## src/rf_status_pkg.sv

```systemverilog
`default_nettype none

package rf_status_pkg;

    localparam int N_LANES       = 20;
    localparam int NB_ADDR       = 9;
    localparam int NB_DATA       = 22;
    localparam int NB_BIP_ERR    = 8;
    localparam int NB_RESYNC_CNT = 8;
    localparam int NB_LANE_ID    = 5;
    localparam int NB_ERR_CNT    = 16;
    localparam int NB_LANE_IDX   = 5;

    // Lane-packed bus widths, lane 0 in the top field
    localparam int NB_BIP_BUS     = N_LANES * NB_BIP_ERR;
    localparam int NB_RESYNC_BUS  = N_LANES * NB_RESYNC_CNT;
    localparam int NB_LANE_ID_BUS = N_LANES * NB_LANE_ID;

    localparam int NB_GROUP_OFS  = 5;  // 32 addresses per group
    localparam int N_GLOBAL_REGS = 8;

    typedef logic [NB_ADDR-1:0]     rf_addr_t;
    typedef logic [NB_DATA-1:0]     rf_data_t;
    typedef logic [NB_LANE_IDX-1:0] lane_idx_t;

    localparam rf_addr_t ADDR_GLOBAL_BASE  = 9'h000;
    localparam rf_addr_t ADDR_BIP_BASE     = 9'h020;
    localparam rf_addr_t ADDR_RESYNC_BASE  = 9'h040;
    localparam rf_addr_t ADDR_LANE_ID_BASE = 9'h060;

    typedef enum logic [2:0]
    {
        REGION_GLOBAL,
        REGION_BIP,
        REGION_RESYNC,
        REGION_LANE_ID,
        REGION_NONE
    } rf_region_e;

    // Offsets within the global group
    typedef enum logic [2:0]
    {
        GREG_BLOCK_LOCK  = 3'd0,
        GREG_HI_BER      = 3'd1,
        GREG_AM_LOCK     = 3'd2,
        GREG_DESKEW_DONE = 3'd3,
        GREG_DECODE_ERR  = 3'd4,
        GREG_MISMATCH    = 3'd5,
        GREG_FRAME_ERR   = 3'd6,
        GREG_FRAME_LOCK  = 3'd7
    } global_reg_e;

endpackage

`default_nettype wire

```

## src/rf_addr_decode.sv

```systemverilog
`default_nettype none

module rf_addr_decode
(
    input  wire logic                                  i_clock,
    input  wire logic                                  i_reset,
    input  wire rf_status_pkg::rf_addr_t               rd_addr,
    output rf_status_pkg::rf_region_e                  region,
    output logic [rf_status_pkg::N_LANES-1:0]          lane_hit,
    output rf_status_pkg::global_reg_e                 global_sel,
    output rf_status_pkg::rf_addr_t                    addr_q
);

    logic [rf_status_pkg::NB_GROUP_OFS-1:0] ofs;
    rf_status_pkg::rf_addr_t                grp_base;
    rf_status_pkg::rf_region_e              region_d;
    logic                                   is_lane;
    logic [rf_status_pkg::N_LANES-1:0]      lane_hit_d;

    assign ofs      = rd_addr[rf_status_pkg::NB_GROUP_OFS-1:0];
    assign grp_base = {rd_addr[rf_status_pkg::NB_ADDR-1:rf_status_pkg::NB_GROUP_OFS],
                       {rf_status_pkg::NB_GROUP_OFS{1'b0}}};

    always_comb
    begin
        region_d = rf_status_pkg::REGION_NONE;
        case (grp_base)
            rf_status_pkg::ADDR_GLOBAL_BASE:
            begin
                if (ofs < rf_status_pkg::N_GLOBAL_REGS)
                    region_d = rf_status_pkg::REGION_GLOBAL;
            end
            rf_status_pkg::ADDR_BIP_BASE:
            begin
                if (ofs < rf_status_pkg::N_LANES)
                    region_d = rf_status_pkg::REGION_BIP;
            end
            rf_status_pkg::ADDR_RESYNC_BASE:
            begin
                if (ofs < rf_status_pkg::N_LANES)
                    region_d = rf_status_pkg::REGION_RESYNC;
            end
            rf_status_pkg::ADDR_LANE_ID_BASE:
            begin
                if (ofs < rf_status_pkg::N_LANES)
                    region_d = rf_status_pkg::REGION_LANE_ID;
            end
            default:
            begin
                region_d = rf_status_pkg::REGION_NONE;  // Beyond the map
            end
        endcase
    end

    assign is_lane = (region_d == rf_status_pkg::REGION_BIP)    ||
                     (region_d == rf_status_pkg::REGION_RESYNC) ||
                     (region_d == rf_status_pkg::REGION_LANE_ID);

    // One-hot, only for a mapped lane offset
    always_comb
    begin
        for (int k = 0; k < rf_status_pkg::N_LANES; k++)
        begin
            lane_hit_d[k] = is_lane && (ofs == rf_status_pkg::lane_idx_t'(k));
        end
    end

    always_ff @(posedge i_clock)
    begin
        if (i_reset)
        begin
            region   <= rf_status_pkg::REGION_NONE;
            lane_hit <= '0;
            addr_q   <= '0;
        end
        else
        begin
            region   <= region_d;
            lane_hit <= lane_hit_d;
            addr_q   <= rd_addr;  // Fallback read data
        end
    end

    always_ff @(posedge i_clock)
    begin
        global_sel <= rf_status_pkg::global_reg_e'(ofs[2:0]);
    end

endmodule

`default_nettype wire

```

## src/rf_lane_status.sv

```systemverilog
`default_nettype none

module rf_lane_status
(
    input  wire logic                                      lane_hit,
    input  wire rf_status_pkg::rf_region_e                 region,
    input  wire logic [rf_status_pkg::NB_BIP_ERR-1:0]      bip_error_count,
    input  wire logic [rf_status_pkg::NB_RESYNC_CNT-1:0]   resync_count,
    input  wire rf_status_pkg::lane_idx_t                  lane_id,
    output rf_status_pkg::rf_data_t                        lane_data
);

    rf_status_pkg::rf_data_t field;

    always_comb
    begin
        case (region)
            rf_status_pkg::REGION_BIP:
            begin
                field = rf_status_pkg::rf_data_t'(bip_error_count);
            end
            rf_status_pkg::REGION_RESYNC:
            begin
                field = rf_status_pkg::rf_data_t'(resync_count);
            end
            rf_status_pkg::REGION_LANE_ID:
            begin
                field = rf_status_pkg::rf_data_t'(lane_id);
            end
            default:
            begin
                field = '0;  // Global or unmapped
            end
        endcase
    end

    // Idle lanes drive zero so the merge can OR them
    assign lane_data = lane_hit ? field : '0;

endmodule

`default_nettype wire

```

## src/rf_read_merge.sv

```systemverilog
`default_nettype none

module rf_read_merge
(
    input  wire logic                                              i_clock,
    input  wire logic                                              i_reset,
    input  wire rf_status_pkg::rf_region_e                         region,
    input  wire rf_status_pkg::global_reg_e                        global_sel,
    input  wire rf_status_pkg::rf_addr_t                           addr_q,
    input  wire rf_status_pkg::rf_data_t [rf_status_pkg::N_LANES-1:0] lane_data,
    input  wire logic [rf_status_pkg::N_LANES-1:0]                 block_lock,
    input  wire logic                                              hi_ber,
    input  wire logic [rf_status_pkg::N_LANES-1:0]                 am_lock,
    input  wire logic                                              deskew_done,
    input  wire logic [rf_status_pkg::NB_ERR_CNT-1:0]              decode_error_count,
    input  wire logic [rf_status_pkg::NB_ERR_CNT-1:0]              mismatch_count,
    input  wire logic [rf_status_pkg::NB_ERR_CNT-1:0]              frame_error_count,
    input  wire logic                                              frame_lock,
    output rf_status_pkg::rf_data_t                                rd_data
);

    rf_status_pkg::rf_data_t global_word;
    rf_status_pkg::rf_data_t lane_word;
    rf_status_pkg::rf_data_t rd_data_d;

    always_comb
    begin
        case (global_sel)
            rf_status_pkg::GREG_BLOCK_LOCK:  global_word = rf_status_pkg::rf_data_t'(block_lock);
            rf_status_pkg::GREG_HI_BER:      global_word = rf_status_pkg::rf_data_t'(hi_ber);
            rf_status_pkg::GREG_AM_LOCK:     global_word = rf_status_pkg::rf_data_t'(am_lock);
            rf_status_pkg::GREG_DESKEW_DONE: global_word = rf_status_pkg::rf_data_t'(deskew_done);
            rf_status_pkg::GREG_DECODE_ERR:
                global_word = rf_status_pkg::rf_data_t'(decode_error_count);
            rf_status_pkg::GREG_MISMATCH:
                global_word = rf_status_pkg::rf_data_t'(mismatch_count);
            rf_status_pkg::GREG_FRAME_ERR:
                global_word = rf_status_pkg::rf_data_t'(frame_error_count);
            default:                         global_word = rf_status_pkg::rf_data_t'(frame_lock);
        endcase
    end

    // At most one lane is non-zero
    always_comb
    begin
        lane_word = '0;
        for (int k = 0; k < rf_status_pkg::N_LANES; k++)
        begin
            lane_word = lane_word | lane_data[k];
        end
    end

    always_comb
    begin
        case (region)
            rf_status_pkg::REGION_GLOBAL:  rd_data_d = global_word;
            rf_status_pkg::REGION_BIP,
            rf_status_pkg::REGION_RESYNC,
            rf_status_pkg::REGION_LANE_ID: rd_data_d = lane_word;
            default:                       rd_data_d = rf_status_pkg::rf_data_t'(addr_q);
        endcase
    end

    always_ff @(posedge i_clock)
    begin
        if (i_reset)
            rd_data <= '0;
        else
            rd_data <= rd_data_d;
    end

endmodule

`default_nettype wire

```

## src/rf_status_readout.sv

```systemverilog
`default_nettype none

module rf_status_readout
(
    input  wire logic                                          i_clock,
    input  wire logic                                          i_reset,
    input  wire rf_status_pkg::rf_addr_t                       rd_addr,
    input  wire logic [rf_status_pkg::N_LANES-1:0]             block_lock,
    input  wire logic                                          hi_ber,
    input  wire logic [rf_status_pkg::N_LANES-1:0]             am_lock,
    input  wire logic                                          deskew_done,
    input  wire logic [rf_status_pkg::NB_ERR_CNT-1:0]          decode_error_count,
    input  wire logic [rf_status_pkg::NB_ERR_CNT-1:0]          mismatch_count,
    input  wire logic [rf_status_pkg::NB_ERR_CNT-1:0]          frame_error_count,
    input  wire logic                                          frame_lock,
    input  wire logic [rf_status_pkg::NB_BIP_BUS-1:0]          bip_error_counts,
    input  wire logic [rf_status_pkg::NB_RESYNC_BUS-1:0]       resync_counts,
    input  wire logic [rf_status_pkg::NB_LANE_ID_BUS-1:0]      lane_ids,
    output rf_status_pkg::rf_data_t                            rd_data
);

    rf_status_pkg::rf_region_e                           region;
    logic [rf_status_pkg::N_LANES-1:0]                   lane_hit;
    rf_status_pkg::global_reg_e                          global_sel;
    rf_status_pkg::rf_addr_t                             addr_q;
    rf_status_pkg::rf_data_t [rf_status_pkg::N_LANES-1:0] lane_data;

    rf_addr_decode rf_addr_decode_i
    (
        .i_clock    (i_clock),
        .i_reset    (i_reset),
        .rd_addr    (rd_addr),
        .region     (region),
        .lane_hit   (lane_hit),
        .global_sel (global_sel),
        .addr_q     (addr_q)
    );

    // Lane k takes the k-th field counted from the top of each bus
    for (genvar k = 0; k < rf_status_pkg::N_LANES; k++)
    begin : gen_lane
        rf_lane_status rf_lane_status_i
        (
            .lane_hit        (lane_hit[k]),
            .region          (region),
            .bip_error_count (bip_error_counts[rf_status_pkg::NB_BIP_BUS - 1 -
                                               k*rf_status_pkg::NB_BIP_ERR -:
                                               rf_status_pkg::NB_BIP_ERR]),
            .resync_count    (resync_counts[rf_status_pkg::NB_RESYNC_BUS - 1 -
                                            k*rf_status_pkg::NB_RESYNC_CNT -:
                                            rf_status_pkg::NB_RESYNC_CNT]),
            .lane_id         (lane_ids[rf_status_pkg::NB_LANE_ID_BUS - 1 -
                                       k*rf_status_pkg::NB_LANE_ID -:
                                       rf_status_pkg::NB_LANE_ID]),
            .lane_data       (lane_data[k])
        );
    end

    rf_read_merge rf_read_merge_i
    (
        .i_clock            (i_clock),
        .i_reset            (i_reset),
        .region             (region),
        .global_sel         (global_sel),
        .addr_q             (addr_q),
        .lane_data          (lane_data),
        .block_lock         (block_lock),
        .hi_ber             (hi_ber),
        .am_lock            (am_lock),
        .deskew_done        (deskew_done),
        .decode_error_count (decode_error_count),
        .mismatch_count     (mismatch_count),
        .frame_error_count  (frame_error_count),
        .frame_lock         (frame_lock),
        .rd_data            (rd_data)
    );

endmodule

`default_nettype wire

```

## config.mk

```make
export PLATFORM = sky130hd
export DESIGN_NAME = rf_status_readout
export DESIGN_NICKNAME = d
export VERILOG_FILES = /design/src/rf_status_pkg.sv /design/src/rf_addr_decode.sv /design/src/rf_lane_status.sv /design/src/rf_read_merge.sv /design/src/rf_status_readout.sv
export SDC_FILE = /design/constraint.sdc
export NUM_CORES = 1
export LEC_CHECK = 0
export BUFFER_PORTS_ARGS = -buffer_cell sky130_fd_sc_hd__buf_2
export CAP_MARGIN = 40
export CORE_AREA = 2 2 211 213
export DETAILED_ROUTE_END_ITERATION = 12
export DIE_AREA = 0 0 213 215
export PLACE_DENSITY_LB_ADDON = 0.12
export SLEW_MARGIN = 40
export SYNTH_ARGS = -nofsm -noshare
export SYNTH_HDL_FRONTEND = slang
export SYNTH_HIERARCHICAL = 1
export SYNTH_SLANG_ARGS = --single-unit
```

## constraint.sdc

```tcl
create_clock -name i_clock -period 3.8 [get_ports i_clock]
set_input_delay 0.19 -clock i_clock [delete_from_list [all_inputs] [get_ports i_clock]]
set_output_delay 0.19 -clock i_clock [all_outputs]
set_load 0.01 [all_outputs]
```

=== Word level (Yosys, flattened, before mapping) ===
Cells that the tools add are included.

* Reductions and logical operators: 27
* Shifts and indexed selects: 0
* Bitwise gates (word level): 19
* Magnitude comparators: 2
* Muxes and demuxes: 47
* Equality and inequality tests: 34
* Div/mod/pow operators: 0
* $add $sub $neg: 0
* Multiply operators: 0

{| class="wikitable"
|+ Operator list
! kind !! number
|-
| case mux 8 bit (3 select lines) || 20
|-
| OR 22 x 8 -> 22 bit || 18
|-
| two-way mux 8 bit || 20
|-
| case mux 20 bit (7 select lines) || 1
|-
| case mux 22 bit (2 select lines) || 1
|-
| == test 5 x 4 -> 1 bit (second input constant) || 8
|-
| == test 5 x 3 -> 1 bit (second input constant) || 4
|-
| == test 5 bit (second input constant) || 4
|-
| logical AND 1 bit || 20
|-
| == test 3 x 2 -> 1 bit (second input constant) || 6
|-
| two-way mux 3 bit || 4
|-
| case mux 3 bit (4 select lines) || 1
|-
| == test 5 x 2 -> 1 bit (second input constant) || 2
|-
| == test 3 x 1 -> 1 bit (second input constant) || 3
|-
| == test 3 bit (second input constant) || 3
|-
| logical NOT 9 bit || 1
|-
| == test 4 x 2 -> 1 bit (second input constant) || 2
|-
| OR 8 bit || 1
|-
| logical NOT 3 bit || 2
|-
| == test 5 x 1 -> 1 bit (second input constant) || 1
|-
| logical NOT 5 bit || 1
|-
| < comparator 5 x 4 -> 1 bit (second input constant) || 1
|-
| < comparator 5 bit (second input constant) || 1
|-
| == test 4 x 1 -> 1 bit (second input constant) || 1
|-
| 2 further kinds || 3
|}

* Memory bits (read-only): 0
* Output and inout port bits: 22
* Latch bits: 0
* Input port bits: 522
* Memory bits (writable): 0
* Flip-flop bits (word level): 57
* Logic and storage cells: 134
* Memories: 0

=== Longest topological paths before layout ===
* Word-level depth: 23
* Gate-level depth with buffers: 9
* Depth with buffers taken out: 7

=== Cells and area by module ===
Netlist, hierarchy kept.

{| class="wikitable"
|+ By module, submodules not included
! module !! area each (µm²) !! cells each !! sequential area each (µm²) !! instances
|-
| rf_lane_status || 329.1 || 44 || 0.0 || 20
|-
| rf_read_merge || 2486.1 || 339 || 440.4 || 1
|-
| rf_addr_decode || 1036.0 || 87 || 700.7 || 1
|}

=== Least setup slack after synthesis ===
No wires, ideal clock.

* Kind: register to register
* From: reg rf_addr_decode_i.region[0]
* To: reg rf_read_merge_i.rd_data[0]
* Required time: 3.674 ns
* Path slack: 0.104 ns
* Buffers on the path: 1
* Data arrival time: 3.570 ns
* Period minus slack after synthesis: 3.696 ns
* Cell stages (with the launch flop): 8
* Library setup time: 0.126 ns
* Cells stage by stage: dfxtp_1 -> buf_6 -> a211oi_1 -> nor4_1 -> and3_1 -> nand3_1 -> a222oi_1 -> o21ai_0

{| class="wikitable"
|+ RTL lines
! what !! RTL line !! RTL
|-
| from (decl) || rf_addr_decode.sv:8 || <nowiki>output rf_status_pkg::rf_region_e region,</nowiki>
|-
| from (signal assigned) || rf_addr_decode.sv:72 || <nowiki>region <= rf_status_pkg::REGION_NONE;</nowiki>
|-
| from (signal assigned) || rf_addr_decode.sv:78 || <nowiki>region <= region_d;</nowiki>
|-
| to (signal assigned) || rf_read_merge.sv:69 || <nowiki>rd_data <= rd_data_d;</nowiki>
|-
| to (decl) || rf_read_merge.sv:19 || <nowiki>output rf_status_pkg::rf_data_t rd_data</nowiki>
|}

==> flow_summary.yaml <==
synth:
  yosysTopAreaCell: "buf_4"
  synth_top_family_by_area: "buffers and inverters"
  syn_avg_cell_area_sq_um: 7.74
  synth-seq-cells: 57
  ys_warn_count: 6
  synth_cells: 1306
  synth_compound_area_frac: 0.217
  async_flop_share: 0
  seq_area_frac_synth: 0.113
  synth_adder_area_share: 0
  synth.area.mux_share: 0.123
  synthesis.area_sq_um: 10100
  synth_ff_type: "dfxtp_1"
  synth_xor_area_frac: 0
  synth.area.top_cells: "buf_4, dfxtp_1, mux2i_1"
  synth-edff-count: 0
  synth-simple-area-share: 0.236
  ys_types: 49
  synth_top_cell_area_share: 0.210
sta:
  worstMarginPinSlew_ns: 0.815
  hold_violations: 0
  rsz0062_at_grt: "false"
  clock_skew_ns: 0.0139
  tns_ns: 0
  period_needed_ns: 2.85
  fin_ws_ns: 0.955
  final_max_slew_viol_count: 0
  setup_viol: 0
  max_freq_mhz: 351
  slew_headroom: 0.452
  whs_ns: 0.0664
  finalCritPeriodShare: 0.749
floorplanning:
  row_count: 77
  fp.dieH_um: 215
  initial_core_util: 0.232
  num_io_pins: 544
  die_area_sq_um: 45800
  core_sq_um: 43600
  fp.dieW_um: 213
cts:
  htree_levels: 3
  post_cts_buffers: 0
  cts.path.max_buffers: 2
  post_cts_resized: 0
  clk_latency_ns: 0.34
  clkSinkCount: 57
  cts-root-buf: "clkbuf_16"
  clk_pin_slew_worst_paths_ns: 0.06
  numCtsBuffers: 9
  cts_tree: "built"
  hold_buffers: 0
global_route:
  first_global_vias: 9964
  grt_use_total: 0.188
  grt_max_degree: 97
  antenna_found_initial: 14
  overflow: 0
  grt_pass1_wl_um: 64100
run_status:
  status: "complete, no violations"
power:
  powerDensity_nw_per_um2: 174
  intPower_uw: 1440
  switching_power_uw: 674
  p_sw_frac: 0.319
  leakagePower_uw: 0.00501
  ir_drop_mv: 0.191
  clkPwrFrac: 0.401
  p_seq_frac: 0.296
  comb_power_share: 0.303
placed_design:
  pre_cts_ws_ns: 0.833
  dp_cells: 2346
  gp_congestion: 0.903
  dpl.hpwl_um: 38200
  io_buffer_count: 543
critical_path:
  cp-end-kind: "register"
  regToRegStartpoint: "rf_addr_decode_i/region[1]"
  worstPathCellList: "buf_4 > mux2i_1 > a211oi_1 > nor4_1 > and3_1 > nand3_1 > a222oi_1 > o21ai_0"
  crit_start: "rf_addr_decode_i/region[1]"
  worst_path_max_delay_cell: "dfxtp_4"
  crit_path_max_incr_delay_ns: 0.63
  critPathKind: "register to register"
  startpoint_type: "register"
  worstPathRequired_ns: 4.00
  cp_data_arrival_time_ns: 3.05
  worst-path-buf-inv: 1
  crit_family: "simple AND/OR/NAND/NOR gates"
  crit_path_max_fanout: 38
detailed_routing:
  postRouteAntennaNets: 0
  routedWlPerCell_um: 19.1
  vias: 10529
  dr.pass1.iters: 6
  routed_wl_um: 45400
  drc: 0
  drt-initial-drc-count: 689
  vias_per_cell: 4.44
worst_hold_path:
  holdCritPathClass: "primary input to register"
  min-delay-start: "rd_addr[2]"
finish:
  layout-drive-gt1-share: 0.347
  syn_to_final_growth_pct: 20.0
  final-seq-area_sq_um: 1150
  fin_nets: 2289
  final_cells: 2373
  multi_input_area_sq_um: 6890
  fillers: 4944
run:
  drv_cap: 0
[power groups by stage]
stage               registers (uW)  logic [uW]  clock network (uW)
detailed placement             643         633                   0
CTS                            630         636                 882
finish                         627         640                 848
global route                   629         713                 909
global placement               644         633                   0
floorplan                      639         494                   0
[worst paths after layout]
path / endpoint / slack, ns / cells past startpoint
setup / recovery: rf_read_merge_i/rd_data[0] / 0.95 / 8
hold / removal: rf_addr_decode_i/global_sel[2] / 0.07 / 1
setup reg to reg: rf_read_merge_i/rd_data[0] / 0.95 / 8
hold reg to reg: rf_read_merge_i/rd_data[6] / 0.48 / 2
[Yosys cell counts (4+ instances only)]
library cell  instances
a211oi_1            100
a21oi_1             179
a221oi_1              7
a22oi_1              12
a31oi_1              12
and3_1               14
and3b_1               5
buf_1                23
buf_2                 8
buf_4               283
buf_6                44
buf_8                20
clkbuf_1              4
conb_1               20
dfxtp_1              57
mux2_2                8
mux2i_1             114
nand2_1              10
nand2b_1             24
nand3_1              13
nand3b_1            122
nor2_1               21
nor2b_1              11
nor3_1                8
nor4_1              126
o21ai_0              21
o22a_1                7
o22ai_1               6
[area by class of cell]
| type | count | share of cell area |
|---|---|---|
| timing repair buffer | 572 | 0.249 |
| clock buffer | 9 | 0.0186 |
| tap | 592 | 0.0611 |
| clock inverter | 7 | 0.00650 |
| multi-input combinational | 1126 | 0.568 |
| antenna | 9 | 0.00186 |
| inverter | 1 | 0.000310 |
| sequential | 57 | 0.0948 |
[stage by stage]
step	util	total power [uW]	cell area [sq um]
6_report	0.278	2110	12100
5_1_grt	0.278	2250	12100
4_1_cts	0.277	2150	12100
3_5_place_dp	0.270	1280	11800
3_3_place_gp	0.269	1280	11800
2_1_floorplan	-	1130	11100
[placed cells by master, fill, tap and decap left out, types with 3 or more instances in the layout]
cell type	netlist	final
diode_2	0	9
nor3_1	8	8
mux2_2	8	8
nand2_1	10	10
nor4_1	126	124
a31oi_1	12	12
dfxtp_1	57	54
a21oi_1	179	179
nand3b_1	122	122
o21ai_0	21	21
clkbuf_16	0	9
a221oi_1	7	7
o22a_1	7	7
and3_1	14	14
nor2_1	21	19
o22ai_1	6	6
and3b_1	5	5
buf_4	283	22
nor2b_1	11	11
a22oi_1	12	12
clkinvlp_4	0	3
nor2_2	1	3
nand3_1	13	13
nand2b_1	24	24
mux2i_1	114	114
conb_1	20	280
buf_2	8	543
a211oi_1	100	100
buf_12	0	6
[layer usage]
metal	up-vias	global-route usage	routed length [um]
met5	-	0	17
met4	4	0.0415	569
met3	34	0.0298	2530
met2	368	0.324	22000
met1	4848	0.244	20300
li1	5275	-	-
[registers in the layout (all words and copies together), names as in the netlist]
name                         cells
rf_addr_decode_i/lane_hit       20
rf_addr_decode_i/global_sel      3
rf_read_merge_i/rd_data         22
rf_addr_decode_i/region          3
rf_addr_decode_i/addr_q          9
[kinds of logic after synthesis]
kind of cell | after synthesis
muxes | 123
and+or+nand+nor | 367
DFF | 57
AOI/OAI and AO/OA | 356
buffers and inverters | 383
other | 20
Power figures use the tool's default switching activity.
